<file path="src/verilog/cpuPkg.sv">
package cpuPkg;

    localparam int WORD_WIDTH = 32;

    // Instruction field positions
    localparam int OPCODE_HI = WORD_WIDTH - 1;
    localparam int OPCODE_LO = 27;
    localparam int OPCODE_WIDTH = OPCODE_HI - OPCODE_LO + 1;
    localparam int RA_HI = OPCODE_LO - 1;
    localparam int RA_LO = 23;
    localparam int RB_HI = RA_LO - 1;
    localparam int RB_LO = 19;
    localparam int RC_HI = RB_LO - 1;
    localparam int RC_LO = 15;
    localparam int REG_FIELD_W = RA_HI - RA_LO + 1;  // All register fields are this wide

    // Constant field overlaps rc and runs down to bit 0
    localparam int C_HI = RC_HI;
    localparam int C_WIDTH = C_HI + 1;

    // Branch condition sits in the low two bits of rb
    localparam int C2_HI = 20;
    localparam int C2_LO = RB_LO;

    typedef enum logic [OPCODE_WIDTH-1:0] {
        opAdd = 5'd3,
        opSub = 5'd4,
        opAnd = 5'd5,
        opOr  = 5'd6,
        opShr = 5'd7,
        opShl = 5'd9,
        opMul = 5'd15,
        opNeg = 5'd17,
        opNot = 5'd18
    } aluOpT;

    typedef enum logic [1:0] {
        condZero    = 2'd0,
        condNonZero = 2'd1,
        condPos     = 2'd2,
        condNeg     = 2'd3
    } condT;

endpackage

</file>
<file path="src/verilog/selectEncode.sv">
module selectEncode
    import cpuPkg::*;
#(
    parameter int NUM_REGS = 16
) (
    input  logic [WORD_WIDTH-1:0] ir,
    input  logic                  gra,
    input  logic                  grb,
    input  logic                  grc,
    input  logic                  rIn,
    input  logic                  rOut,
    input  logic                  baOut,
    input  logic [NUM_REGS-1:0]   rInMan,
    input  logic [NUM_REGS-1:0]   rOutMan,
    output logic [NUM_REGS-1:0]   regLoad,
    output logic [NUM_REGS-1:0]   regOut,
    output logic                  baseRead,
    output logic [WORD_WIDTH-1:0] cSignExt
);

    logic [REG_FIELD_W-1:0] regSel;
    logic [NUM_REGS-1:0]    decoded;

    // Pick the IR field named by the sequencer
    always_comb begin
        regSel = '0;
        if (gra) begin
            regSel = ir[RA_HI:RA_LO];
        end else if (grb) begin
            regSel = ir[RB_HI:RB_LO];
        end else if (grc) begin
            regSel = ir[RC_HI:RC_LO];
        end
    end

    assign decoded = (gra || grb || grc) ? (NUM_REGS'(1) << regSel) : '0;

    assign regLoad  = (rIn ? decoded : '0) | rInMan;
    assign regOut   = ((rOut || baOut) ? decoded : '0) | rOutMan;  // baOut reads like rOut
    assign baseRead = baOut;

    assign cSignExt = {{(WORD_WIDTH - C_WIDTH){ir[C_HI]}}, ir[C_HI:0]};

    // Sequencer must name one field per step
    always_comb begin
        assert ($onehot0({gra, grb, grc}))
            else $error("selectEncode: more than one of gra, grb, grc high");
    end

endmodule

</file>
<file path="config.mk">
export PLATFORM = sky130hd
export DESIGN_NAME = selectEncode
export DESIGN_NICKNAME = d
export VERILOG_FILES = /design/src/verilog/cpuPkg.sv /design/src/verilog/selectEncode.sv
export SDC_FILE = /design/constraint.sdc
export NUM_CORES = 1
export LEC_CHECK = 0
export ABC_AREA = 1
export BUFFER_PORTS_ARGS = -buffer_cell sky130_fd_sc_hd__buf_2
export CAP_MARGIN = 20
export CORE_MARGIN = 1
export CORE_UTILIZATION = 37
export DETAILED_ROUTE_END_ITERATION = 8
export PLACE_DENSITY = 0.91
export SETUP_SLACK_MARGIN = 0.02
export SLEW_MARGIN = 10
export SYNTH_ARGS = -nofsm -noshare
export SYNTH_HDL_FRONTEND = slang
export SYNTH_SLANG_ARGS = --single-unit
</file>
<file path="constraint.sdc">
create_clock -name vclk -period 4.5
set_input_delay 1.35 -clock vclk [all_inputs]
set_output_delay 1.35 -clock vclk [all_outputs]
set_load 0.05 [all_outputs]
</file>
==> results.py <==
metrics = {
    "cells_and_area": {
        "clockBufferCount": 0,
        "final_layout_size_suffix_gt1_frac": 0.4858,
        "final_util": 0.4728,
        "syn_to_final_growth_pct": 21.10,
        "seq_cell_count": 0,
        "cell_area_after_layout_um2": 1292,
        "number_of_filler_instances_in_the_final_layout": 299,
        "finish.net_count": 319,
        "seqCellArea_um2": 0,
        "diodes": 0,
    },
    "routing": {
        "drc": 0,
        "dr_total_vias": 1293,
        "routedWlPerCell_um": 9.737,
        "route.antenna.remaining_nets": 0,
        "drt_pass1_iterations": 6,
        "wl_um": 2707,
        "detailedRoute.firstIterationViolations": 38,
        "post_drt_via_cell_ratio": 4.651,
    },
    "worst_setup_path": {
        "cp.required_ps": 3150,
        "setup.worst_path.class": "input port to output pin",
        "worst_setup_path_end_kind": "output pin",
        "timing.critical_path.fanout_max": 14,
        "critical_path.startpoint_type": "input port",
        "worst_path_arrival_time_ps": 2660,
    },
    "power": {
        "pwr-share-comb": 1.000,
        "worst_ir_drop_vdd_uv": 83.61,
        "cellPowerDensity_nw_per_um2": 171.3,
        "seq_power_share": 0,
        "cellLeakagePower_nw": 0.8393,
        "pwr-share-clk": 0,
        "power.switching_fraction": 0.7520,
        "power_report.internal_total_w": 0.00005491,
        "switching_power_w": 0.0001665,
    },
    "place": {
        "buffer_ports.inserted": 100,
        "dpl.hpwl_um": 2293,
        "placed_cell_area_um2": 1292,
        "gp_congestion": 0.8562,
    },
    "synth": {
        "netlist_top_cells_area": "sky130_fd_sc_hd__buf_4 (25%), sky130_fd_sc_hd__nand2_1 (16%), sky130_fd_sc_hd__inv_1 (12%)",
        "ys_seq_area_frac": 0,
        "mappedNetlistNets": 259,
        "synthesis.area_per_instance_um2": 5.647,
        "synth_top_area_share": 0.2462,
        "synth_common_cells": "sky130_fd_sc_hd__nand2_1 (46), sky130_fd_sc_hd__buf_4 (35), sky130_fd_sc_hd__inv_1 (34), sky130_fd_sc_hd__nand3_1 (21), sky130_fd_sc_hd__nand4_1 (16)",
        "synth.most_common_cell": "sky130_fd_sc_hd__nand2_1",
        "count_of_synthesis_stage_warnings_from_yosys": 0,
        "synth_top_cell_by_area": "sky130_fd_sc_hd__buf_4",
        "synth_cells": 189,
        "synth.distinct_cells": 22,
        "syn_area_um2": 1067,
    },
    "hold_path": {
        "hold_start": "ir[8]",
        "hold_path.class": "input port to output pin",
        "hold-path-endpoint": "cSignExt[8]",
        "hold_depth": 0,
    },
    "floorplanning": {
        "coreArea_um2": 2734,
        "start_util": 0.3904,
        "chipHeight_um": 55.71,
        "dieWidth_um": 55.71,
        "pin_count": 135,
        "floorplan.die_area_um2": 3103,
        "core.rowCount": 19,
    },
    "timing": {
        "final_period_minus_worst_setup_slack_ps": 4010,
        "timing.slew.headroom": 0.6095,
        "tightest_slew_ps": 585.7,
        "maxSlewViolCount": 0,
        "grt_setup_unrepaired": "false",
        "setup_viol": 0,
        "max_freq_mhz": 249.4,
        "final_cycle_share": 0.8911,
        "post_route_hold_slack_ps": 2700,
        "summed_negative_setup_slack_over_all_endpoints_ps": 0,
        "final_hold_vios": 0,
    },
    "flow_run": {
        "drv.max_cap_violation_count": 0,
    },
    "grt": {
        "global_route.usage.total": 0.1602,
        "pin_count_of_the_biggest_net_entering_global_routing": 18,
        "grt_antenna_before_repair": 0,
        "grt_pass1_wl_um": 4215,
        "globalRouteOverflowTotal": 0,
        "first_global_vias": 1010,
    },
    "clocking": {
        "cts_hold_repair.buffers": 0,
        "cts_setup_buffers": 0,
        "cts_resized": 0,
    },
    "run_status": {
        "result_of_the_run": "finished, final reports clean",
    },
}
-- per-stage QoR --
stage | power (W) | instances | setup slack (ps)
finish | 0.0002214 | 278 | 490.2
floorplan | 0.0002174 | 189 | 663.2
global placement | 0.0002203 | 278 | 506.4
CTS | 0.0002228 | 278 | 470.9
global route | 0.0002355 | 278 | 359.4
detailed placement | 0.0002226 | 278 | 475.6
-- power by group through the flow --
stage                     registers [W]  logic (W)  clock network (W)
after floorplan                       0   0.000217                  0
after global placement                0   0.000220                  0
after detailed placement              0   0.000223                  0
after CTS                             0   0.000223                  0
after global routing                  0   0.000236                  0
final                                 0   0.000221                  0
-- logic make-up (layout without fill, tap and decap cells) --
group,after synthesis,count (layout),synth area share
simple gates,103,103,0.5018
buf+inv,78,136,0.4256
compound gates,8,8,0.07270
-- critical path, stage by stage --
cell	delay, ps
sky130_fd_sc_hd__buf_2	190
sky130_fd_sc_hd__inv_4	90
sky130_fd_sc_hd__o21ai_2	500
sky130_fd_sc_hd__nand4_1	180
sky130_fd_sc_hd__nand2_1	90
sky130_fd_sc_hd__buf_2	260
-- layer usage --
metal,GRT usage,vias to the layer above,wire [um]
met3,0.01163,8,278
li1,-,674,-
met5,0,-,0
met1,0.1697,533,1021
met4,0.03571,0,53
met2,0.3339,78,1354
-- worst max-delay path by stage --
stage / startpoint / end / slack [ps]
final: gra / regLoad[7] / 490
after global routing: gra / regLoad[7] / 360
after CTS: gra / regLoad[7] / 470
after detailed placement: gra / regLoad[7] / 480
after global placement: gra / regLoad[2] / 510
after floorplan: grb / regLoad[9] / 660
-- final cells by class --
type / instances / area [um^2] / share of cell area
multi-input cells: 111 / 613.1 / 0.4743
repair buffers: 100 / 500.5 / 0.3872
inverters: 36 / 140.1 / 0.1084
well taps: 31 / 38.79 / 0.03001
-- placed cells by master, fill, tap and decap left out, drive strengths merged --
master and n:
nand3 22, o21ai 2, buf 100, nor2 10, or2 3, nor3 1
a21oi 6, inv 36, nand4 16, nand2 51
(Power assumes the default switching activity.)
