$ cat src/verilog/cpuPkg.sv
package cpuPkg;

    localparam int WORD_WIDTH = 32;

    // Instruction field positions
    localparam int OPCODE_HI = WORD_WIDTH - 1;
    localparam int OPCODE_LO = 27;
    localparam int OPCODE_WIDTH = OPCODE_HI - OPCODE_LO + 1;
    localparam int RA_HI = OPCODE_LO - 1;
    localparam int RA_LO = 23;
    localparam int RB_HI = RA_LO - 1;
    localparam int RB_LO = 19;
    localparam int RC_HI = RB_LO - 1;
    localparam int RC_LO = 15;
    localparam int REG_FIELD_W = RA_HI - RA_LO + 1;  // All register fields are this wide

    // Constant field overlaps rc and runs down to bit 0
    localparam int C_HI = RC_HI;
    localparam int C_WIDTH = C_HI + 1;

    // Branch condition sits in the low two bits of rb
    localparam int C2_HI = 20;
    localparam int C2_LO = RB_LO;

    typedef enum logic [OPCODE_WIDTH-1:0] {
        opAdd = 5'd3,
        opSub = 5'd4,
        opAnd = 5'd5,
        opOr  = 5'd6,
        opShr = 5'd7,
        opShl = 5'd9,
        opMul = 5'd15,
        opNeg = 5'd17,
        opNot = 5'd18
    } aluOpT;

    typedef enum logic [1:0] {
        condZero    = 2'd0,
        condNonZero = 2'd1,
        condPos     = 2'd2,
        condNeg     = 2'd3
    } condT;

endpackage

$ cat src/verilog/generalRegister.sv
module generalRegister
    import cpuPkg::*;
#(
    parameter bit zeroOnBase = 1'b0  // Only R0 reads as zero in base addressing
) (
    input  logic                  clk,
    input  logic                  rstN,
    input  logic                  load,
    input  logic [WORD_WIDTH-1:0] d,
    input  logic                  baseRead,
    output logic [WORD_WIDTH-1:0] q
);

    logic [WORD_WIDTH-1:0] value;

    always_ff @(posedge clk) begin
        if (!rstN) begin
            value <= '0;
        end else if (load) begin
            value <= d;
        end
    end

    // Stored value stays intact, only the read path is forced to zero
    assign q = (zeroOnBase && baseRead) ? '0 : value;

endmodule

$ cat config.mk
export PLATFORM = sky130hd
export DESIGN_NAME = generalRegister
export DESIGN_NICKNAME = d
export VERILOG_FILES = /design/src/verilog/cpuPkg.sv /design/src/verilog/generalRegister.sv
export SDC_FILE = /design/constraint.sdc
export NUM_CORES = 1
export LEC_CHECK = 0
export BUFFER_PORTS_ARGS = -buffer_cell sky130_fd_sc_hd__buf_2
export CORE_MARGIN = 8
export CORE_UTILIZATION = 45
export CTS_BUF_LIST = sky130_fd_sc_hd__clkbuf_4
export DETAILED_ROUTE_END_ITERATION = 7
export PLACE_DENSITY_LB_ADDON = 0.2
export SYNTH_ARGS = -nofsm -noshare
export SYNTH_HDL_FRONTEND = slang
export SYNTH_SLANG_ARGS = --single-unit
export TNS_END_PERCENT = 30
$ cat constraint.sdc
create_clock -name clk -period 0.9 [get_ports clk]
set_clock_uncertainty 0.1 [all_clocks]
set_input_delay 0.09 -clock clk [delete_from_list [all_inputs] [get_ports clk]]
set_output_delay 0.09 -clock clk [all_outputs]
set_load 0.02 [all_outputs]
==> metrics, run 1 <==
outcome=complete, but fails checks; failing checks=negative setup slack; final setup violation count=32; yosys warns=0; drt total wl=3.85 mm; global-route wire length before repair=5.92 mm; vias in the first global route=1,242; Hold Violations, Final=0; Seq/Total Area, Yosys=51.5%; DR vias=1,116; EDFF count, synth=0; critical setup path kind=flip-flop to primary output; top post-synthesis cells by count=32 x dfxtp_1, 32 x mux2i_1, 32 x nor2b_1; Final Non-Filler Cells=239; std cell rows=19; cts bufs inserted=5; Power per Cell Area=1340 mW/mm2; starting utilization of the core area=46.3%; Mean Syn Cell Area=12.1 um2; Layout area overhead=79.4%; number of DRC markers in iteration 0=23; clk slew on worst S/H paths=90 ps; layout cell share with drive strength beyond 1=54.8%; ANT cells=0; Die X=68.6 um; synthesized instance count=103; delay-heaviest family, CP=flip-flops; drt wl/cell=16.1 um; commonest register cell after synthesis=dfxtp_1; number of distinct library cells after synthesis=6; headroom to the max-slew limit=89.6%; final worst slack=-80.9 ps; worst path required time=710 ps; FF+latch count, synth=32; Max Clk Rate=1.02 GHz; leakage=1.06 nW; total gr overflow=0; DRC=0; Top Ports=68; RD Place Congestion=0.639; post-synthesis async set-or-reset flop share=0%; slowest stage delay, CP=360 ps; Synth top area share=51.5%; Bufs on Longest Clock Path=2; routed vias/inst=4.67; IO buf count=66; CTS tree=built; dpl hpwl=2.15 mm; fin area=0.00223 mm2; Synthesized Nets=139; Largest register FFs=32; startpoint type of the worst setup path=flip-flop; Total GRT Usage=17.3%; top post-synthesis cells by area=dfxtp_1 52%, mux2i_1 26%, nor2b_1 16%; Hold Path Class=primary input to flip-flop; CP cell instances=buf_6; Tmin final=981 ps; Clock Sinks=32; worst slack, placed=-23.1 ps; Max FO, Critical Path=2; Clock Tree Root=clkbuf_4; core area=0.00269 mm2; crit path buf inv count=1; CP Capture Type=primary output; Skew-Pair Late Insertion Delay=310 ps; Die Area=0.00470 mm2; Worst-Margin Slew=152 ps; Final Slew Violations=0; RSZ-0062 raised after global routing=yes; Critical Path AT=790 ps; Peak VDD IR=1.36 mV; Antenna Violating Nets Remaining=0; hold_ws=102 ps; nets=246; die span in y=68.6 um; TritonRoute pass-1 iters=3; placed insts=198; max_cap viols=0; area leader, netlist=dfxtp_1; final cycle utilization of the critical path=109%; Placement Cell Area=0.00159 mm2; Synth Cell Area=0.00124 mm2; pin count of the biggest net entering global routing=33; H-tree depth=2; slowest cell on the critical path=dfxtp_2; initial antenna violation count=0
where the power goes:
part	total (mW)	switching (mW)	internal, mW
logic	0.739	0.300	0.440
clock network	0.679	0.418	0.261
registers	1.58	0.0626	1.52
worst paths after layout:
path                            depth (start not counted)  startpoint  endpoint  slack [ps]
worst min-delay path                                    3        rstN     q[29]         100
worst max-delay path                                    1        q[3]      q[3]         -80
worst max register to register                          3        q[5]      q[5]          20
worst min register to register                          2       q[12]     q[12]         430
placed cells by master (no fill, tap or decap), drive strengths merged:
master	netlist	routed
nor2b	32	32
dfxtp	32	32
buf	4	75
clkbuf	3	5
dlygate4sd3	0	31
mux2i	32	32
dlymetal6s4s	0	1
what timing repair did:
| item | in CTS | in global routing |
|---|---|---|
| buffers inserted | 2 | 2 |
| gates cloned | 0 | 0 |
| hold buffers | 32 | 0 |
| resized for setup | 96 | 3 |
| endpoints found under the hold margin | 32 | 0 |
| endpoints found under the setup margin | 32 | 35 |
cell families (layout without fill, tap and decap cells):
group	Yosys count	count (layout)	share of synthesized area [%]
buffers and inverters	7	112	6.64
flip-flops	32	32	51.5
multiplexers	32	32	25.8
AND/OR/NAND/NOR	32	32	16.1
metrics by stage:
stage | util (%) | setup TNS, ps | power (mW)
6_report | 83.0 | -2010 | 3.00
2_1_floorplan | - | 0 | 1.89
5_1_grt | 83.0 | -3250 | 3.13
3_3_place_gp | 59.3 | 0 | 2.06
3_5_place_dp | 59.3 | -119 | 2.07
4_1_cts | 82.1 | -2460 | 3.00
cell type report:
cell class / count / area [um2]
multi-input cells: 64 / 528
well taps: 31 / 38.8
clock buffers: 5 / 37.5
flip-flops and latches: 32 / 681
repair buffers: 107 / 946
fillers: 172 / 455
metal layers:
metal	wire length, um	global-route usage, %	vias to the layer above
li1	-	-	553
met1	1320	15.5	518
met2	2200	33.7	38
met3	279	6.14	7
met4	54	7.42	0
met5	0	0	-
Power figures use the tool's default switching activity.
==> run 2: changes to the inputs <==
--- a/config.mk
+++ b/config.mk
@@ -7,11 +7,10 @@
 export LEC_CHECK = 0
 export BUFFER_PORTS_ARGS = -buffer_cell sky130_fd_sc_hd__buf_2
 export CORE_MARGIN = 8
-export CORE_UTILIZATION = 45
-export CTS_BUF_LIST = sky130_fd_sc_hd__clkbuf_4
+export CORE_UTILIZATION = 43
 export DETAILED_ROUTE_END_ITERATION = 7
 export PLACE_DENSITY_LB_ADDON = 0.2
 export SYNTH_ARGS = -nofsm -noshare
 export SYNTH_HDL_FRONTEND = slang
 export SYNTH_SLANG_ARGS = --single-unit
-export TNS_END_PERCENT = 30
+export TNS_END_PERCENT = 50
==> metrics, run 2 (synthesized netlist as in run 1, its figures left out) <==
Tmin final=1010 ps; Reg2Reg Depth=3; max_cap viols=0; Clock Sinks=32; Clock Tree Root=clkbuf_4; final cycle utilization of the critical path=112%; RD Place Congestion=0.624; core area=0.00276 mm2; final worst slack=-106 ps; Final Non-Filler Cells=242; Layout area overhead=81.5%; DR vias=1,111; starting utilization of the core area=45.1%; Worst-Margin Slew=424 ps; DRC=0; Die X=69.8 um; Critical Path AT=820 ps; RSZ-0062 raised after global routing=yes; std cell rows=19; crit path buf inv count=1; Antenna Violating Nets Remaining=0; Hold Violations, Final=0; IO buf count=66; drt total wl=3.70 mm; initial antenna violation count=0; Bufs on Longest Clock Path=2; headroom to the max-slew limit=71.8%; Hold Path Class=primary input to flip-flop; critical setup path kind=flip-flop to primary output; Largest register FFs=32; leakage=1.07 nW; CTS tree=built; routed vias/inst=4.59; CP Capture Type=primary output; Worst Hold Path EP=q[29]; Fillers=162; delay-heaviest family, CP=flip-flops; slowest cell on the critical path=dfxtp_2; total gr overflow=0; TritonRoute pass-1 iters=4; global-route wire length before repair=6.20 mm; placed insts=196; Peak VDD IR=1.35 mV; vias in the first global route=1,244; nets=246; drt wl/cell=15.3 um; Die Area=0.00487 mm2; most frequent cells in the layout=34 x buf_2, 34 x buf_6, 32 x nor2b_1, 32 x dlygate4sd3_1, 32 x dfxtp_2; cts bufs inserted=5; number of DRC markers in iteration 0=43; pin count of the biggest net entering global routing=33; Skew-Pair Late Insertion Delay=320 ps; ANT cells=0; worst path required time=710 ps; Power per Cell Area=1400 mW/mm2; Final Slew Violations=0; Placement Cell Area=0.00158 mm2; Max Clk Rate=0.995 GHz; layout cell share with drive strength beyond 1=54.5%; Max FO, Critical Path=2; Worst Hold Path Cells=2; reg2reg setup slack=20 ps; Total GRT Usage=16.0%; clk slew on worst S/H paths=100 ps; Top Ports=68; FF-to-FF Start=q[11]; fin area=0.00226 mm2; H-tree depth=2; setup_tns=-2460 ps; R2R Path End=q[11]; final setup violation count=32; hold_sp=rstN; CP cell instances=buf_6; outcome=complete, but fails checks; startpoint type of the worst setup path=flip-flop; slowest stage delay, CP=370 ps; failing checks=negative setup slack; die span in y=69.8 um
## run 2: cell types whose count changed in the layout (fill, tap and decap cells not counted), sizes merged
cell,previous run,this run
dlymetal6s4s,1,0
clkbuf,5,8
dlygate4sd3,31,32
## run 2: cell type report
class | instances | area [um2] | share of cell area [%]
clock buffers | 8 | 58.8 | 2.61
multi-input cells | 64 | 528 | 23.4
flip-flops and latches | 32 | 681 | 30.2
well taps | 31 | 38.8 | 1.72
repair buffers | 107 | 951 | 42.1
## run 2: worst max path at each step
| stage | start | to | slack, ps | depth (start not counted) |
|---|---|---|---|---|
| 2_1_floorplan | load | q[0] | 120 | 4 |
| 6_report | q[3] | q[3] | -110 | 1 |
| 5_1_grt | q[22] | q[22] | -140 | 1 |
| 3_3_place_gp | load | q[13] | 1 | 4 |
| 3_5_place_dp | load | q[19] | -20 | 4 |
| 4_1_cts | q[12] | q[12] | -90 | 1 |
## run 2: layer usage
layer / share of wire, % / vias up / wire, um / GRT usage [%]
li1: - / 554 / - / -
met1: 36 / 507 / 1340 / 14.7
met2: 55 / 41 / 2030 / 29.8
met3: 6.8 / 9 / 251 / 6.15
met4: 2.4 / 0 / 89 / 7.59
met5: 0 / - / 0 / 0
## run 2: what timing repair did
action / in CTS / in global routing
buffers inserted: 2 / 4
setup endpoints to repair: 32 / 36
hold buffers: 32 / 0
endpoints found under the hold margin: 32 / 0
gates resized for setup: 96 / 4
## run 2: where the power goes
part | leakage, nW | internal, mW | switching, mW | total, mW
Combinational | 0.760 | 0.442 | 0.296 | 0.738
Clock | 0.0326 | 0.385 | 0.464 | 0.849
Sequential | 0.275 | 1.52 | 0.0605 | 1.58
Total | 1.07 | 2.34 | 0.820 | 3.16
## run 2: through the flow
| step | worst slack [ps] | total power, mW | hold slack [ps] | util [%] |
|---|---|---|---|---|
| CTS | -93.4 | 3.14 | 120 | 80.2 |
| detailed placement | -24.3 | 2.07 | 254 | 57.2 |
| global route | -136 | 3.33 | 141 | 81.9 |
| floorplan | 122 | 1.89 | 118 | - |
| finish | -106 | 3.16 | 120 | 81.9 |
| global placement | 1.45 | 2.05 | 246 | 57.2 |
