--- src/verilog/cpuPkg.sv ---
package cpuPkg;

    localparam int WORD_WIDTH = 32;

    // Instruction field positions
    localparam int OPCODE_HI = WORD_WIDTH - 1;
    localparam int OPCODE_LO = 27;
    localparam int OPCODE_WIDTH = OPCODE_HI - OPCODE_LO + 1;
    localparam int RA_HI = OPCODE_LO - 1;
    localparam int RA_LO = 23;
    localparam int RB_HI = RA_LO - 1;
    localparam int RB_LO = 19;
    localparam int RC_HI = RB_LO - 1;
    localparam int RC_LO = 15;
    localparam int REG_FIELD_W = RA_HI - RA_LO + 1;  // All register fields are this wide

    // Constant field overlaps rc and runs down to bit 0
    localparam int C_HI = RC_HI;
    localparam int C_WIDTH = C_HI + 1;

    // Branch condition sits in the low two bits of rb
    localparam int C2_HI = 20;
    localparam int C2_LO = RB_LO;

    typedef enum logic [OPCODE_WIDTH-1:0] {
        opAdd = 5'd3,
        opSub = 5'd4,
        opAnd = 5'd5,
        opOr  = 5'd6,
        opShr = 5'd7,
        opShl = 5'd9,
        opMul = 5'd15,
        opNeg = 5'd17,
        opNot = 5'd18
    } aluOpT;

    typedef enum logic [1:0] {
        condZero    = 2'd0,
        condNonZero = 2'd1,
        condPos     = 2'd2,
        condNeg     = 2'd3
    } condT;

endpackage

--- src/verilog/conLogic.sv ---
module conLogic
    import cpuPkg::*;
(
    input  logic                  clk,
    input  logic                  rstN,
    input  logic                  conIn,
    input  logic [WORD_WIDTH-1:0] ir,
    input  logic [WORD_WIDTH-1:0] busData,
    output logic                  conOut
);

    condT cond;
    logic isZero;
    logic isNeg;
    logic condMet;

    assign cond   = condT'(ir[C2_HI:C2_LO]);
    assign isZero = (busData == '0);
    assign isNeg  = busData[WORD_WIDTH-1];

    always_comb begin
        case (cond)
            condZero:    condMet = isZero;
            condNonZero: condMet = !isZero;
            condPos:     condMet = !isZero && !isNeg;  // Strictly positive
            condNeg:     condMet = isNeg;
            default:     condMet = 1'b0;
        endcase
    end

    always_ff @(posedge clk) begin
        if (!rstN) begin
            conOut <= 1'b0;
        end else if (conIn) begin
            conOut <= condMet;
        end
    end

endmodule

--- config.mk ---
export PLATFORM = sky130hd
export DESIGN_NAME = conLogic
export DESIGN_NICKNAME = d
export VERILOG_FILES = /design/src/verilog/cpuPkg.sv /design/src/verilog/conLogic.sv
export SDC_FILE = /design/constraint.sdc
export NUM_CORES = 1
export LEC_CHECK = 0
export ABC_AREA = 1
export BUFFER_PORTS_ARGS = -buffer_cell sky130_fd_sc_hd__buf_2
export CELL_PAD_IN_SITES_DETAIL_PLACEMENT = 1
export CELL_PAD_IN_SITES_GLOBAL_PLACEMENT = 2
export CORE_MARGIN = 2
export CORE_UTILIZATION = 10
export CTS_CLUSTER_DIAMETER = 120
export DETAILED_ROUTE_END_ITERATION = 10
export PLACE_DENSITY_LB_ADDON = 0.1
export SYNTH_ARGS = -nofsm -noshare
export SYNTH_HDL_FRONTEND = slang
export SYNTH_SLANG_ARGS = --single-unit
--- constraint.sdc ---
create_clock -name clk -period 1 [get_ports clk]
set_input_delay 0.1 -clock clk [delete_from_list [all_inputs] [get_ports clk]]
set_output_delay 0.1 -clock clk [all_outputs]
set_load 0.01 [all_outputs]
==> out/results.env, run 1 <==
RUN_STATUS='complete, but fails checks'
FAILED_CHECKS='negative setup slack'
DIE_WIDTH_UM=48.5
LAYOUT_CELL_SHARE_WITH_DRIVE_STRENGTH_BEYOND_1_PCT=61.9
WORST-PATH-STAGES=11
MAX-SLEW-MARGIN-REL_PCT=91.9
MAX_FLOP_REGISTER='conOut'
TIMING.CRITICAL_PATH.FROM='busData[24]'
AVGVIACOUNTPERCELL=3.71
GRT.TOTAL_USAGE_PCT=6.38
DETAILED_PLACE.AREA_UM2=424
YS_TYPES=7
DIE_HEIGHT_UM=48.5
GLOBALROUTE.BUSIESTLAYER='met2'
POST_SYN_INSTANCES=46
GLOBAL_ROUTE.USAGE.MET2_PCT=13.2
TIMING_WORST_SETUP_PATH_TYPE='in -> reg'
SYNTH_SEQUENTIAL_AREA_RATIO_PCT=10.1
IR_WORST_VDD_uV=182
WORST_EP_REQUIRED_TIME_NS=0.88
SLOWEST_STAGE='sky130_fd_sc_hd__nor2_2'
AREA_GROWTH_SYN_TO_LAYOUT_PCT=182
SYNTHESIS.AREA_UM2=198
DPL.HPWL_UM=717
POST-ROUTE-MIN-PERIOD_NS=1.07
GRT_ANTENNA_BEFORE_REPAIR=0
SETUP_VIOL=1
ANT_NETS=0
USE_MET1_PCT=7.01
P_COMB_SHARE_PCT=78.6
ROWS=16
WIRE_PER_INST_UM=6.95
BIGGESTREGSBYFLOPS='conOut (1)'
CTS-HOLD-FIX-BUFFERS=0
CP-END-KIND='flop'
INITIAL_STANDARD_CELL_UTILIZATION_OF_THE_CORE_PCT=10.3
REG2REGPATHDEPTH=2
MIN_PATH_TYPE='in -> reg'
MAX_CAP_VIOLATIONS=0
CTS.REPORTEDPATHS.CLKPINSLEW_NS=0
GROUTE.LAYER.MET3.USAGE_PCT=1.23
SYNTHESIS.NETS=113
SLEW_AT_THE_PIN_WITH_THE_WORST_MAX_SLEW_SLACK_NS=0.121
FILLERINSTANCES=266
CRITICAL_PATH.TOP_DELAY_FAMILY='simple AND/OR/NAND/NOR gates'
WORSTREG2REGSTART='conOut'
PLACEABLECOREAREA_MM2=0.00192
FINAL.PERIOD_UTILIZATION_PCT=107
OVERFLOW=0
FLIP_FLOP_AND_LATCH_COUNT_AFTER_SYNTHESIS=1
GLOBAL_ROUTE_WIRE_LENGTH_BEFORE_REPAIR_MM=1.32
CLOCK_POWER_SHARE_PCT=0
CPMOSTUSEDCELL='sky130_fd_sc_hd__nand2_1'
YOSYS_WARNINGS=0
GRT_START_MAX_NET_PINS=3
TIMING.CLOCK.SKEW_NS=0
CRITICAL-PATH-MAX-STAGE-DELAY_NS=0.10
P_TOTAL_uW=208
VIAS_IN_THE_FIRST_GLOBAL_ROUTE=353
FINAL_MAX_SLEW_VIOL_COUNT=0
NET_TOTAL_IN_THE_FINAL_LAYOUT=153
LARGEST_REGISTER_FF_COUNT=1
SYN_AREA_PER_CELL_UM2=4.30
SWSHARE_PCT=27.3
CP_NUM_BUF_INV=1
CRIT_PATH_START_KIND='input pin'
FINAL.SETUP.WORST_SLACK_NS=-0.0697
P_SW_uW=56.9
ROUTED_VIA_COUNT=412
SEQ_POWER_SHARE_PCT=21.4
INSERTION_DELAY_NS=0
DIE-AREA_MM2=0.00235
DRT_DRC_VIOLATIONS_LEFT=0
POWER_DENSITY_mW_PER_MM2=373
RR_ENDPOINT='conOut'
DETAILEDROUTE.FIRSTPASSITERATIONCOUNT=4
REG2REG_SLACK_NS=0.46
INTERNAL_CELL_POWER_uW=151
WORST_ENDPOINT_DATA_ARRIVAL_TIME_NS=0.95
CRIT_CHAIN='buf_6 > nor2_4 > nand2_2 > nor2_2 > nand2_1 > nor2_1 > nand2_1 > nand2_1 > nand2_1 > nand3_1 > a21oi_2'
MAX_FREQ_MHz=935
FINISH.INSTANCE_AREA_UM2=558
FIRST_ITER_VIOLATIONS=2
PORT-BUFFER-COUNT=37
GRT_SETUP_UNREPAIRED='yes'
CP-ENDPOINT='conOut'
CTS_POST_SETUP_BUFFERS_INSERTED=0
FINAL-HOLD-VIOLATION-COUNT=0
PIN_COUNT=68
LEAKAGE_uW=0.000272
ANTENNADIODECOUNT=0
PLACE.GP.CONGESTION=0.556
DRT_WL_TOTAL_UM=772
CRIT_FANOUT=2
how the worst min path moves through the flow:
stage	start	endpoint	slack, ns	cells past startpoint
6_report	rstN	conOut	0.34	3
5_1_grt	rstN	conOut	0.35	3
4_1_cts	rstN	conOut	0.34	3
3_5_place_dp	rstN	conOut	0.34	3
3_3_place_gp	rstN	conOut	0.34	3
2_1_floorplan	rstN	conOut	0.22	2
cell usage after synthesis:
| library cell | count | area (um2) |
|---|---|---|
| sky130_fd_sc_hd__nand3_1 | 2 | 10.0 |
| sky130_fd_sc_hd__o21ai_0 | 1 | 5.00 |
| sky130_fd_sc_hd__nor2_1 | 22 | 82.6 |
| sky130_fd_sc_hd__nand2_1 | 14 | 52.6 |
| sky130_fd_sc_hd__inv_1 | 5 | 18.8 |
| sky130_fd_sc_hd__dfxtp_1 | 1 | 20.0 |
| sky130_fd_sc_hd__a21oi_2 | 1 | 8.76 |
worst reg2reg max path, delay by kind of cell (launching register included):
| kind | cells | cell delay, ns |
|---|---|---|
| AND/OR/NAND/NOR | 1 | 0.06 |
| flip-flops | 1 | 0.30 |
| AO/OA/AOI/OAI | 1 | 0.11 |
metrics by stage:
| step | util, % | setup TNS (ns) | hold WS (ns) | setup slack (ns) | instances |
|---|---|---|---|---|---|
| floorplan | - | 0 | 0.222 | 0.149 | 46 |
| global placement | 22.1 | -0.0950 | 0.341 | -0.0950 | 111 |
| detailed placement | 22.1 | -0.0854 | 0.342 | -0.0854 | 111 |
| CTS | 22.3 | -0.0711 | 0.343 | -0.0711 | 111 |
| global route | 29.0 | -0.164 | 0.353 | -0.164 | 111 |
| finish | 29.0 | -0.0697 | 0.337 | -0.0697 | 111 |
cells by family after synthesis:
family,count (synthesis),share of synthesized area [%]
AO/OA/AOI/OAI,2,6.96
buffers and inverters,5,9.49
flip-flops,1,10.1
AND/OR/NAND/NOR,38,73.4
power by group through the flow:
stage               logic, uW  clock network [uW]  registers, uW
global route              182                   0           45.0
CTS                       114                   0           44.5
global placement          109                   0           44.3
detailed placement        111                   0           44.5
floorplan                31.8                   0           45.8
finish                    164                   0           44.5
cell type report:
cell class	instances	area (um2)	share of cell area [%]
multi-input cells	40	211	37.9
inverters	5	18.8	3.36
well taps	27	33.8	6.05
flip-flops and latches	1	20.0	3.59
repair buffers	38	274	49.1
cells in the final DEF, fill, tap and decap left out:
cell type and count:
sky130_fd_sc_hd__nand3_1 2, sky130_fd_sc_hd__dfxtp_1 1, sky130_fd_sc_hd__buf_2 24, sky130_fd_sc_hd__o21ai_1 1, sky130_fd_sc_hd__buf_6 13, sky130_fd_sc_hd__nor2_2 7, sky130_fd_sc_hd__nand2_1 12, sky130_fd_sc_hd__a21oi_2 1
sky130_fd_sc_hd__nand2_2 2, sky130_fd_sc_hd__inv_1 5, sky130_fd_sc_hd__nor2_1 11, sky130_fd_sc_hd__nor2_4 4, sky130_fd_sc_hd__buf_4 1
layer usage:
layer	up-vias	routed length, um	part of all wire (%)
met4	0	0	0
li1	213	-	-
met5	-	0	0
met2	21	403	52
met1	178	288	37
met3	0	80	10
timing repair:
item                       in CTS  in global routing
setup endpoints to repair       1                  1
gates resized for setup         3                 28
pin swaps                       1                 28
(Power assumes the default switching activity.)
==> inputs of run 2 (changes only) <==
--- a/config.mk
+++ b/config.mk
@@ -7,7 +7,7 @@
 export LEC_CHECK = 0
 export ABC_AREA = 1
 export BUFFER_PORTS_ARGS = -buffer_cell sky130_fd_sc_hd__buf_2
-export CELL_PAD_IN_SITES_DETAIL_PLACEMENT = 1
+export CELL_PAD_IN_SITES_DETAIL_PLACEMENT = 2
 export CELL_PAD_IN_SITES_GLOBAL_PLACEMENT = 2
 export CORE_MARGIN = 2
 export CORE_UTILIZATION = 10
@@ -17,3 +17,4 @@
 export SYNTH_ARGS = -nofsm -noshare
 export SYNTH_HDL_FRONTEND = slang
 export SYNTH_SLANG_ARGS = --single-unit
+export TNS_END_PERCENT = 30
==> out/results.env, run 2 (synthesis results as in run 1) <==
RUN_STATUS='complete, but fails checks'
FAILED_CHECKS='negative setup slack'
DIE-AREA_MM2=0.00235  # unchanged
BIGGESTREGSBYFLOPS='conOut (1)'
WORST_EP_REQUIRED_TIME_NS=0.93  # +0.05 ns
GRT_ANTENNA_BEFORE_REPAIR=0  # unchanged
CTS_POST_SETUP_BUFFERS_INSERTED=0  # unchanged
FINAL_MAX_SLEW_VIOL_COUNT=0  # unchanged
FINAL.PERIOD_UTILIZATION_PCT=105  # -2.2 points
AREA_GROWTH_SYN_TO_LAYOUT_PCT=169
LARGEST_REGISTER_FF_COUNT=1  # unchanged
MAX_CAP_VIOLATIONS=0  # unchanged
CRIT_CHAIN='buf_6 > nor2_1 > nand2_1 > nor2_2 > nand2_2 > nor2_1 > nand2_1 > nand3_1 > nand3_2 > a21oi_2'
PIN_COUNT=68  # unchanged
PLACE.GP.CONGESTION=0.556  # unchanged
DIE_WIDTH_UM=48.5  # unchanged
INITIAL_STANDARD_CELL_UTILIZATION_OF_THE_CORE_PCT=10.3  # unchanged
ANT_NETS=0  # unchanged
IR_WORST_VDD_uV=184  # +1.1%
DETAILEDROUTE.FIRSTPASSITERATIONCOUNT=1  # -3
POST-PLACE-WS_NS=-0.100  # -0.0150 ns
SLEW_AT_THE_PIN_WITH_THE_WORST_MAX_SLEW_SLACK_NS=0.125  # +0.00396 ns
CRITICAL-PATH-MAX-STAGE-DELAY_NS=0.13  # +0.03 ns
CP-END-KIND='flop'
INSERTION_DELAY_NS=0  # unchanged
POST-ROUTE-MIN-PERIOD_NS=1.05  # -0.0218 ns
FIRST_ITER_VIOLATIONS=0  # -2
ANTENNADIODECOUNT=0  # unchanged
GRT.TOTAL_USAGE_PCT=6.64  # +0.26 points
NET_TOTAL_IN_THE_FINAL_LAYOUT=153  # unchanged
FINAL-HOLD-VIOLATION-COUNT=0  # unchanged
DPL.HPWL_UM=792  # +10%
P_TOTAL_uW=196  # -5.8%
GRT_START_MAX_NET_PINS=3  # unchanged
LAYOUT_CELL_SHARE_WITH_DRIVE_STRENGTH_BEYOND_1_PCT=61.9  # unchanged
VIAS_IN_THE_FIRST_GLOBAL_ROUTE=363  # +2.8%
CRIT_FANOUT=2  # unchanged
AVGVIACOUNTPERCELL=3.71  # unchanged
FINAL.SETUP.WORST_SLACK_NS=-0.0480  # +0.0218 ns
FIN_TNS_SETUP_NS=-0.0480  # +0.0218 ns
CRIT_PATH_START_KIND='input pin'
MAX-SLEW-MARGIN-REL_PCT=91.7  # -0.27 points
TIMING_WORST_SETUP_PATH_TYPE='in -> reg'
MOST_COMMON_LIBRARY_CELL_IN_THE_LAYOUT_IGNORING_FILL_AND_TAPS='sky130_fd_sc_hd__buf_2'
POWER_DENSITY_mW_PER_MM2=369  # -1.1%
SLOWEST_STAGE='sky130_fd_sc_hd__a21oi_2'
CTS.REPORTEDPATHS.CLKPINSLEW_NS=0  # unchanged
CRITICAL_PATH.TOP_DELAY_FAMILY='simple AND/OR/NAND/NOR gates'
CP_NUM_BUF_INV=1  # unchanged
PLACEABLECOREAREA_MM2=0.00192  # unchanged
WORST_ENDPOINT_DATA_ARRIVAL_TIME_NS=0.98  # +0.03 ns
LEAKAGE_uW=0.000266  # -2.0%
ROUTED_VIA_COUNT=412  # unchanged
PORT-BUFFER-COUNT=37  # unchanged
CTS-HOLD-FIX-BUFFERS=0  # unchanged
MOST-COMMON-LAYOUT-CELLS='sky130_fd_sc_hd__buf_2, sky130_fd_sc_hd__nor2_1, sky130_fd_sc_hd__nand2_1'
DRT_WL_TOTAL_UM=833  # +7.9%
MAX_FREQ_MHz=954  # +2.1%
ROWS=16  # unchanged
OVERFLOW=0  # unchanged
DRT_DRC_VIOLATIONS_LEFT=0  # unchanged
TIMING.CLOCK.SKEW_NS=0  # unchanged
MAX_FLOP_REGISTER='conOut'
DIE_HEIGHT_UM=48.5  # unchanged
SETUP_VIOL=1  # unchanged
GRT_SETUP_UNREPAIRED='yes'
GLOBAL_ROUTE_WIRE_LENGTH_BEFORE_REPAIR_MM=1.35  # +2.7%
MIN_PATH_TYPE='in -> reg'
WIRE_PER_INST_UM=7.50  # +7.9%
-- run 2: cell type report --
type / instances / area, um2
flip-flops and latches: 1 / 20.0
multi-input cells: 40 / 204
fillers: 260 / 1390
well taps: 27 / 33.8
repair buffers: 38 / 255
inverters: 5 / 18.8
-- run 2: layer usage --
metal	global-route usage (%)	routed length [um]	vias up
li1	-	-	213
met1	7.58	294	178
met2	13.4	439	21
met3	1.23	99	0
met4	0	0	0
met5	0	0	-
-- run 2: path summary, 6_finish.rpt --
path,endpoint,cells past startpoint,slack (ns),start
hold reg to reg,conOut,2,0.46,conOut
setup / recovery,conOut,10,-0.05,busData[16]
setup reg to reg,conOut,2,0.45,conOut
hold / removal,conOut,3,0.34,rstN
-- run 2: report_power, final --
part / switching (uW) / total (uW) / internal [uW]
registers: 1.10 / 44.5 / 43.4
logic: 53.1 / 152 / 98.6
clock network: 0 / 0 / 0
total: 54.2 / 196 / 142
-- run 2: repair_timing --
action,4_1_cts,5_1_grt
pin swaps,0,25
endpoints found under the setup margin,1,1
resized for setup,7,19
endpoints found under the hold margin,0,0
-- run 2: stage by stage --
step	util [%]	instance area, um2	hold WS, ns	std cells
after detailed placement	22.1	424	0.340	111
after global routing	27.7	532	0.359	111
after CTS	23.4	450	0.341	111
after floorplan	-	198	0.222	46
after global placement	22.1	424	0.341	111
final	27.7	532	0.335	111
-- run 2: worst register-to-register path, cell delays in order (launching register included) --
cell                      delay, ns
sky130_fd_sc_hd__dfxtp_1       0.30
sky130_fd_sc_hd__nand2_1       0.06
sky130_fd_sc_hd__a21oi_2       0.11
