==> src/verilog/cpuPkg.sv <==
package cpuPkg;

    localparam int WORD_WIDTH = 32;

    // Instruction field positions
    localparam int OPCODE_HI = WORD_WIDTH - 1;
    localparam int OPCODE_LO = 27;
    localparam int OPCODE_WIDTH = OPCODE_HI - OPCODE_LO + 1;
    localparam int RA_HI = OPCODE_LO - 1;
    localparam int RA_LO = 23;
    localparam int RB_HI = RA_LO - 1;
    localparam int RB_LO = 19;
    localparam int RC_HI = RB_LO - 1;
    localparam int RC_LO = 15;
    localparam int REG_FIELD_W = RA_HI - RA_LO + 1;  // All register fields are this wide

    // Constant field overlaps rc and runs down to bit 0
    localparam int C_HI = RC_HI;
    localparam int C_WIDTH = C_HI + 1;

    // Branch condition sits in the low two bits of rb
    localparam int C2_HI = 20;
    localparam int C2_LO = RB_LO;

    typedef enum logic [OPCODE_WIDTH-1:0] {
        opAdd = 5'd3,
        opSub = 5'd4,
        opAnd = 5'd5,
        opOr  = 5'd6,
        opShr = 5'd7,
        opShl = 5'd9,
        opMul = 5'd15,
        opNeg = 5'd17,
        opNot = 5'd18
    } aluOpT;

    typedef enum logic [1:0] {
        condZero    = 2'd0,
        condNonZero = 2'd1,
        condPos     = 2'd2,
        condNeg     = 2'd3
    } condT;

endpackage

==> src/verilog/busMux.sv <==
module busMux
    import cpuPkg::*;
#(
    parameter int NUM_REGS = 16
) (
    input  logic [NUM_REGS-1:0][WORD_WIDTH-1:0] regData,
    input  logic [NUM_REGS-1:0]                 regOut,
    input  logic                                pcOut,
    input  logic                                zHighOut,
    input  logic                                zLowOut,
    input  logic                                hiOut,
    input  logic                                loOut,
    input  logic                                mdrOut,
    input  logic                                inPortOut,
    input  logic                                cOut,
    input  logic [WORD_WIDTH-1:0]               pcData,
    input  logic [WORD_WIDTH-1:0]               zHighData,
    input  logic [WORD_WIDTH-1:0]               zLowData,
    input  logic [WORD_WIDTH-1:0]               hiData,
    input  logic [WORD_WIDTH-1:0]               loData,
    input  logic [WORD_WIDTH-1:0]               mdrData,
    input  logic [WORD_WIDTH-1:0]               inPortData,
    input  logic [WORD_WIDTH-1:0]               cSignExt,
    output logic [WORD_WIDTH-1:0]               busData
);

    localparam int NUM_SRC   = NUM_REGS + 8;
    localparam int SEL_W     = $clog2(NUM_SRC);
    localparam int REG_SEL_W = $clog2(NUM_REGS);

    logic [NUM_SRC-1:0] srcEn;
    logic [SEL_W-1:0]   srcSel;
    logic               srcValid;

    // Registers take the low source numbers, special sources follow
    assign srcEn = {cOut, inPortOut, mdrOut, loOut, hiOut, zLowOut, zHighOut, pcOut, regOut};

    // Encoder
    always_comb begin
        srcSel   = '0;
        srcValid = 1'b0;
        for (int i = 0; i < NUM_SRC; i++) begin
            if (srcEn[i]) begin
                srcSel   = SEL_W'(i);
                srcValid = 1'b1;
            end
        end
    end

    always_comb begin
        busData = '0;  // Idle bus reads zero
        if (srcValid) begin
            if (int'(srcSel) < NUM_REGS) begin
                busData = regData[srcSel[REG_SEL_W-1:0]];
            end else begin
                case (int'(srcSel) - NUM_REGS)
                    0:       busData = pcData;
                    1:       busData = zHighData;
                    2:       busData = zLowData;
                    3:       busData = hiData;
                    4:       busData = loData;
                    5:       busData = mdrData;
                    6:       busData = inPortData;
                    7:       busData = cSignExt;
                    default: busData = '0;
                endcase
            end
        end
    end

    // Two drivers at once means a broken control step upstream
    always_comb begin
        assert ($onehot0(srcEn))
            else $error("busMux: more than one bus source enabled");
    end

endmodule

==> config.mk <==
export PLATFORM = sky130hd
export DESIGN_NAME = busMux
export DESIGN_NICKNAME = d
export VERILOG_FILES = /design/src/verilog/cpuPkg.sv /design/src/verilog/busMux.sv
export SDC_FILE = /design/constraint.sdc
export NUM_CORES = 1
export LEC_CHECK = 0
export BUFFER_PORTS_ARGS = -buffer_cell sky130_fd_sc_hd__buf_2
export CAP_MARGIN = 20
export CORE_AREA = 4 4 322 324
export DETAILED_ROUTE_END_ITERATION = 10
export DIE_AREA = 0 0 326 328
export PLACE_DENSITY_LB_ADDON = 0.15
export SYNTH_ARGS = -nofsm -noshare
export SYNTH_HDL_FRONTEND = slang
export SYNTH_SLANG_ARGS = --single-unit
==> constraint.sdc <==
create_clock -name vclk -period 3.3
set_input_delay 0.825 -clock vclk [all_inputs]
set_output_delay 0.825 -clock vclk [all_outputs]
set_load 0.005 [all_outputs]
==> qor.yml, run 1 <==
run_status:
  outcome: "complete, but fails checks"
  violations: "negative setup slack"
global_routing:
  antenna_found_initial: 49
  overflow: 0
  grtUsageTotal_pct: 16.7
  grt_max_degree: 42
  grt_pass1_wl_um: 125000
  grt_pass1_vias: 14800
layout:
  drive_gt1_share_pct: 70.6
  nNetsFinal: 2893
  fin_area_um2: 17500
  seq_area_um2: 0
  syn_to_final_growth_pct: 163
  clkbuf_count: 0
  nFillCells: 11700
  seq_cell_count: 0
synth:
  ys_seq_area_share_pct: 0
  synth_cell_types: 69
  synth_area_leaders: "mux2_2, o21ai_0, nand2_1, a221oi_1, nor2_1"
  synth_area_leader_cell: "mux2_2"
  avgSynthCellArea_um2: 6.37
  synth_top_area_share_pct: 14.8
  synth_nets: 1841
  syn_area_um2: 6680
  synthCells: 1049
  yosys_warnings: 0
pwr:
  powerDensity_nw_per_um2: 120
  p_seq_share_pct: 0
  combPwrFrac_pct: 100.0
  intPower_uw: 1020
  clkPwrFrac_pct: 0
  switchingPower_uw: 1080
  switching_share_pct: 51.3
  p_leak_uw: 0.00773
  irDropWorstVdd_mv: 0.0319
timing:
  setup-violations-final: 32
  finalCriticalPeriod_ps: 4210
  hold_viol_final: 0
  worst_slew_pin_slew_ps: 766
  max_slew_margin_pct: 48.6
  tns_ps: -25670
  finalWorstSetupSlack_ps: -911
  rsz0062_at_grt: "true"
  fmax_ghz: 0.237
  maxSlewViolCount: 0
  fin_crit_sh_pct: 128
placement:
  routabilityCongestion: 0.902
  hpwl_um: 84100
  io_buffers: 824
  placed_cell_area_um2: 14600
critical_path:
  cp.required_ps: 2470
  arrival_ps: 3390
  end_kind: "output port"
  crit_top_cell: "buf_12"
  critPathMaxFanout: 7
  critPathKind: "in2out"
  crit_start: "pcOut"
  path_cells: "buf_8, or4_4, buf_6, nor2_4, buf_12, buf_4, buf_12, a21oi_1, nand3_1, a221oi_1, nor3_2, o211a_1, buf_2"
  cp-start-kind: "input pin"
  crit_path_top_delay_cell: "or4_4"
  critPathMaxStageDelay_ps: 560
  crit_end: "busData[4]"
floorplanning:
  placement_rows: 117
  num_io_pins: 824
  initial_utilization_pct: 6.60
  die_h_um: 328
  die_width_um: 326
  die-area_um2: 107000
  core_area_um2: 101000
routing:
  vias: 13700
  viasPerCell: 3.94
  drt_pass1_iterations: 5
  wire_per_inst_um: 28.4
  drt-initial-drc-count: 696
  wl_met2_um: 47200
  top_layer: "met5"
  drt-total-wl_um: 98900
  remaining_drc_errors: 0
  m1WireLength_um: 43900
  dr_wl_met3_um: 5320
  ant_nets: 0
job:
  maxCapViolCount: 0
hold_path:
  worstHoldPathCells: 5
  hold_class: "in2out"
cts:
  cts-hold-fix-buffers: 0
-- cell usage after synthesis, types with 4 or more instances --
master	n
nand2_1	137
nor2b_1	5
o22ai_1	55
nor2_1	98
o211ai_1	12
a221oi_1	46
o22a_1	7
o2111a_1	25
o211a_1	28
buf_1	8
o221ai_1	4
o21ai_0	112
mux2_2	88
nor3_2	4
o2111ai_1	10
o32ai_1	27
inv_1	11
o21ai_1	4
clkbuf_1	58
mux2i_1	7
a22oi_1	33
a31oi_1	6
a21boi_0	20
buf_2	34
nor3_1	25
nand3_1	73
buf_4	9
or3_1	6
a21oi_1	26
a211oi_1	12
-- worst min path at each step --
stage / startpoint / end
after floorplan: pcData[23] / busData[23]
after CTS: regData[349] / busData[29]
final: regData[154] / busData[26]
after global placement: regData[349] / busData[29]
after global routing: regData[154] / busData[26]
after detailed placement: regData[349] / busData[29]
-- placed cells by master (no fill, tap or decap), drive strengths merged, types with 20 or more instances in the layout --
master     n
nor2     102
nand3     74
a22oi     33
nor3      30
a21boi    20
buf     1149
a221oi    46
o22ai     55
a21oi     26
o211a     28
mux2      88
o2111a    25
o21ai    118
nand2    138
o32ai     27
-- final cells by class --
class                           instances  area (um^2)  area share (%)
Tap cell                             1368         1710            9.76
Timing Repair Buffer                 1161         7930            45.2
Antenna cell                           13         32.5           0.185
Multi-Input combinational cell        927         7820            44.6
Inverter                               11         41.3           0.235
-- cell families (layout without fill, tap and decap cells) --
logic type | Yosys count | after routing | share of synthesized area (%)
AOI/OAI and AO/OA | 455 | 455 | 50.5
buffers and inverters | 122 | 1172 | 8.22
muxes | 95 | 95 | 15.9
other | 0 | 13 | 0
and+or+nand+nor | 377 | 377 | 25.4
-- metal layers --
metal  vias to the layer above  GRT usage [%]
li1                       6271              -
met1                      6653           22.0
met2                       653           28.8
met3                       116           2.76
met4                        18           3.44
met5                         -              0
-- power by group through the flow --
stage	sequential, uW	combinational [uW]	clock [uW]
5_1_grt	0	2240	0.000164
4_1_cts	0	2060	0
3_3_place_gp	0	1810	0
2_1_floorplan	0	607	0
6_report	0	2100	0.000535
3_5_place_dp	0	1800	0
-- worst max-delay path, delay by kind of cell --
family          cells  cell delay, ps
compound gates      3             450
buf+inv             6             720
simple gates        4            1370
-- stage by stage --
step | instances | util [%] | hold slack [ps] | total power [uW] | worst slack [ps]
final | 3480 | 17.3 | 2150 | 2100 | -911
after global routing | 3471 | 17.3 | 2170 | 2240 | -944
after CTS | 3436 | 16.3 | 2130 | 2060 | -937
after detailed placement | 3390 | 14.5 | 2130 | 1800 | -1660
after global placement | 3390 | 14.5 | 2140 | 1810 | -1650
after floorplan | 1049 | - | 1850 | 607 | -130
-- what timing repair did --
action | 4_1_cts | 5_1_grt
gates cloned | 6 | 7
buffers inserted | 45 | 39
pin swaps | 66 | 81
gates resized for setup | 286 | 150
endpoints found under the setup margin | 32 | 32
endpoints found under the hold margin | 0 | 0
(Power assumes the default switching activity.)
==> run 2: changes to the inputs <==
--- a/config.mk
+++ b/config.mk
@@ -7,10 +7,11 @@
 export LEC_CHECK = 0
 export BUFFER_PORTS_ARGS = -buffer_cell sky130_fd_sc_hd__buf_2
 export CAP_MARGIN = 20
-export CORE_AREA = 4 4 322 324
+export CORE_AREA = 2 2 320 322
 export DETAILED_ROUTE_END_ITERATION = 10
-export DIE_AREA = 0 0 326 328
+export DIE_AREA = 0 0 322 324
 export PLACE_DENSITY_LB_ADDON = 0.15
+export SKIP_LAST_GASP = 1
 export SYNTH_ARGS = -nofsm -noshare
 export SYNTH_HDL_FRONTEND = slang
 export SYNTH_SLANG_ARGS = --single-unit
==> run 2 against run 1 <==
  * The run still ends with negative setup slack left
  * Critical path depth unchanged
  * Routed wire length down 4.6%
  * Power up 1.7%
  * Critical path type unchanged
  * Critical endpoint is now busData[28]
  * Largest cell class unchanged
==> qor.yml, run 2 (synthesized netlist as in run 1, its figures left out) <==
floorplanning:
  core_area_um2: 101000
  die_width_um: 322
  initial_utilization_pct: 6.61
  placement_rows: 117
  die_h_um: 324
  num_io_pins: 824
  die-area_um2: 104000
global_routing:
  grt_pass1_vias: 14400
  grtUsageTotal_pct: 16.6
  met3_usage_pct: 2.29
  grt_pass1_wl_um: 119000
  overflow: 0
  grt_max_degree: 55
  grt.met1_usage_pct: 21.2
  grt_use_met2_pct: 30.0
  antenna_found_initial: 49
  grt.busiest_layer: "met2"
pwr:
  powerDensity_nw_per_um2: 121
  clkPwrFrac_pct: 0
  power_uw: 2130
  combPwrFrac_pct: 100.0
  p_seq_share_pct: 0
  p_leak_uw: 0.00788
  switching_share_pct: 49.4
  switchingPower_uw: 1050
  irDropWorstVdd_mv: 0.0328
  intPower_uw: 1080
routing:
  ant_nets: 0
  viasPerCell: 3.97
  remaining_drc_errors: 0
  drt-total-wl_um: 94300
  vias: 13700
  wire_per_inst_um: 27.3
  drt-initial-drc-count: 652
  drt_pass1_iterations: 5
job:
  maxCapViolCount: 0
layout:
  syn_to_final_growth_pct: 164
  nFillCells: 11700
  drive_gt1_share_pct: 69.5
  final_cell_mix: "buf_2, buf_4, nand2_1, mux2_2, nor2_1"
  finalNonFillerCells: 3459
  seq_area_um2: 0
  nNetsFinal: 2934
  fin_area_um2: 17600
  clkbuf_count: 0
  final_common_cell: "buf_2"
  seq_cell_count: 0
timing:
  maxSlewViolCount: 0
  worst_slew_pin_slew_ps: 623
  hold_viol_final: 0
  fmax_ghz: 0.236
  max_slew_margin_pct: 58.4
  finalCriticalPeriod_ps: 4240
  rsz0062_at_grt: "true"
  tns_ps: -26140
  setup-violations-final: 32
  fin_crit_sh_pct: 128
  finalWorstSetupSlack_ps: -939
critical_path:
  cp.required_ps: 2470
  path_cells: "buf_6, or4_4, nor2_4, buf_6, and3_4, nand4_1, buf_4, clkbuf_16, o32a_1, o211ai_1, buf_4, a211oi_4, buf_2"
  end_kind: "output port"
  cp_num_buf_inv: 6
  arrival_ps: 3410
  crit_path_top_delay_cell: "or4_4"
  critPathKind: "in2out"
  critPathMaxStageDelay_ps: 570
  cp-start-kind: "input pin"
  critPathMaxFanout: 5
  cp_top_family: "simple AND/OR/NAND/NOR gates"
run_status:
  outcome: "complete, but fails checks"
  violations: "negative setup slack"
placement:
  dpl.cell_count: 3348
  io_buffers: 824
  routabilityCongestion: 0.891
  hpwl_um: 80400
  placed_cell_area_um2: 14800
hold_path:
  hold_class: "in2out"
cts:
  cts-hold-fix-buffers: 0
-- run 2: cell count changes in the layout (fill, tap and decap cells not counted), moves of 4 or more --
cell      previous run  this run
buf_16               4         9
a211oi_4             3         7
a221oi_4             3         7
buf_4              223       247
buf_6               54        70
nor2_4              16         8
nand3_2             23         9
a211oi_2             9         4
a221oi_2            14         8
nand3_1             44        59
o21ai_0             71        75
nor2_1              74        83
-- run 2: area by class of cell --
class / instances / area, um^2 / share of cell area, %
repair buffers: 1202 / 8300 / 47.0
multi-input cells: 927 / 7640 / 43.3
well taps: 1309 / 1640 / 9.29
inverters: 11 / 41.3 / 0.234
diodes: 10 / 25.0 / 0.142
-- run 2: metal layers --
| metal | share of wire (%) | vias to the layer above |
|---|---|---|
| li1 | - | 6328 |
| met1 | 43 | 6599 |
| met2 | 50 | 673 |
| met3 | 5.4 | 101 |
| met4 | 1.7 | 20 |
| met5 | 0.14 | - |
-- run 2: worst paths after layout --
kind	from	slack, ps	end	cells past startpoint
worst max-delay path	zHighOut	-940	busData[28]	13
worst min-delay path	regData[278]	2130	busData[22]	5
-- run 2: timing repair --
item,CTS,global route
resized for setup,204,158
gates cloned,8,4
pin swaps,68,72
endpoints found under the setup margin,32,32
setup buffers,73,33
-- run 2: metrics by stage --
stage	setup slack, ps	util [%]	hold WS, ps
global route	-1090	17.5	2160
CTS	-937	16.5	2130
global placement	-1460	14.7	2140
floorplan	-130	-	1850
detailed placement	-1410	14.7	2140
finish	-939	17.5	2130
-- run 2: power by group through the flow --
| stage | registers [uW] | logic (uW) | clock network (uW) |
|---|---|---|---|
| 6_report | 0 | 2130 | 0.0000667 |
| 4_1_cts | 0 | 2070 | 0 |
| 3_5_place_dp | 0 | 1810 | 0 |
| 3_3_place_gp | 0 | 1820 | 0 |
| 2_1_floorplan | 0 | 607 | 0 |
==> run 3: changes to the inputs <==
--- a/config.mk
+++ b/config.mk
@@ -7,9 +7,11 @@
 export LEC_CHECK = 0
 export BUFFER_PORTS_ARGS = -buffer_cell sky130_fd_sc_hd__buf_2
 export CAP_MARGIN = 20
-export CORE_AREA = 2 2 320 322
+export CELL_PAD_IN_SITES_DETAIL_PLACEMENT = 2
+export CELL_PAD_IN_SITES_GLOBAL_PLACEMENT = 2
+export CORE_AREA = 2 2 317 319
 export DETAILED_ROUTE_END_ITERATION = 10
-export DIE_AREA = 0 0 322 324
+export DIE_AREA = 0 0 319 321
 export PLACE_DENSITY_LB_ADDON = 0.15
 export SKIP_LAST_GASP = 1
 export SYNTH_ARGS = -nofsm -noshare
==> run 3 against run 2 <==
  * The flow still finishes with violations (negative setup slack)
  * Routed wire length up 1.6%
  * Sequential share of layout area is the same
  * Critical path depth up 1
  * First-iteration DRC count decreased by 29%
  * Global-route usage up 1.1 points
  * Highest routed layer unchanged
  * Combinational power hardly changed
  * Utilization increased by 0.16 points
  * Non-clock buffer count shrank 24
  * Flip-flop and latch count is the same
  * Worst hold slack worse by 19 ps
  * Worst setup slack gained 56 ps
==> qor.yml, run 3 (synthesized netlist as in run 1, its figures left out) <==
layout:
  seq_area_um2: 0
  seq_cell_count: 0
  final_cell_mix: "buf_2, buf_4, nand2_1, o21ai_0, nor2_1"
  nFillCells: 11900
  nNetsFinal: 2910
  clkbuf_count: 0
  drive_gt1_share_pct: 68.9
  post-route-util_pct: 17.6
  final_common_cell: "buf_2"
  multi_input_area_um2: 7570
  syn_to_final_growth_pct: 162
  finalNonFillerCells: 3426
timing:
  maxSlewViolCount: 0
  finalCriticalPeriod_ps: 4180
  rsz0062_at_grt: "true"
  hold-worst-slack_ps: 2110
  setup-violations-final: 32
  worst_slew_pin_slew_ps: 993
  max_slew_margin_pct: 33.4
  hold_viol_final: 0
  fmax_ghz: 0.239
  tns_ps: -25220
  fin_crit_sh_pct: 127
  finalWorstSetupSlack_ps: -883
global_routing:
  grt_pass1_vias: 15500
  overflow: 0
  grt_pass1_wl_um: 128000
  grtUsageTotal_pct: 17.8
  antenna_found_initial: 44
  grt_max_degree: 37
placement:
  io_buffers: 824
  routabilityCongestion: 0.860
  dp_slack_ps: -1850
  dpl.cell_count: 3319
  hpwl_um: 81500
floorplanning:
  num_io_pins: 824
  die_width_um: 319
  die_h_um: 321
  die-area_um2: 102000
  initial_utilization_pct: 6.73
  placement_rows: 116
  core_area_um2: 99300
routing:
  ant_nets: 0
  vias: 13600
  drt_pass1_iterations: 5
  wire_per_inst_um: 28.0
  drt-initial-drc-count: 460
  remaining_drc_errors: 0
  viasPerCell: 3.98
  drt-total-wl_um: 95800
critical_path:
  cp_num_buf_inv: 7
  path_cells: "buf_2, or2_4, buf_6, buf_4, or2_2, nand2_2, nand3_2, buf_12, buf_12, o32ai_2, nor3_2, buf_4, o211a_1, buf_2"
  crit_path_top_delay_cell: "or2_2"
  cp_top_family: "buffers and inverters"
  end_kind: "output port"
  cp.required_ps: 2470
  cp-start-kind: "input pin"
  arrival_ps: 3360
  critPathKind: "in2out"
  critPathMaxFanout: 14
  critPathMaxStageDelay_ps: 320
run_status:
  violations: "negative setup slack"
  outcome: "complete, but fails checks"
hold_path:
  hold_class: "in2out"
cts:
  cts-hold-fix-buffers: 0
job:
  maxCapViolCount: 0
pwr:
  irDropWorstVdd_mv: 0.0353
  powerDensity_nw_per_um2: 121
  p_leak_uw: 0.00788
run 3: changes by cell type in the layout (fill, tap and decap cells not counted), moves of 5 or more:
cell / previous run / this run
o21ai_1: 31 / 23
buf_4: 247 / 216
o22ai_2: 22 / 16
o22ai_1: 29 / 34
bufbuf_16: 0 / 5
o21ai_0: 75 / 84
a221oi_2: 8 / 16
run 3: worst paths after layout:
kind | startpoint | to | slack (ps) | cells after the start
hold / removal | regData[477] | busData[29] | 2110 | 4
setup / recovery | cOut | busData[17] | -880 | 14
run 3: what timing repair did:
action	in CTS	in global routing
resized for setup	273	80
buffers inserted	80	22
gates cloned	13	1
endpoints found under the setup margin	32	32
pin swaps	89	69
run 3: per-layer routing:
layer / track usage [%] / routed length [um] / vias to the layer above
met5: 0 / 174 / -
met4: 3.54 / 2300 / 28
met3: 3.80 / 5840 / 116
met2: 32.3 / 48100 / 611
met1: 21.3 / 39400 / 6585
li1: - / - / 6282
run 3: metrics by stage:
step / instance area [um^2] / total power (uW)
finish: 17500 / 2120
global route: 17500 / 2280
CTS: 17000 / 2100
detailed placement: 14700 / 1810
global placement: 14700 / 1800
floorplan: 7050 / 607
run 3: cell type report:
cell class                 count  share of cell area (%)
timing repair buffer        1178                    47.0
inverter                      11                   0.236
tap                         1298                    9.29
antenna                       12                   0.172
multi-input combinational    927                    43.3
run 3: power by group:
part	leakage (uW)	total [uW]	switching (uW)	internal (uW)
clock	0.0000000755	0.000500	0	0.000500
sequential	0	0	0	0
combinational	0.00788	2120	1050	1070
total	0.00788	2120	1050	1070
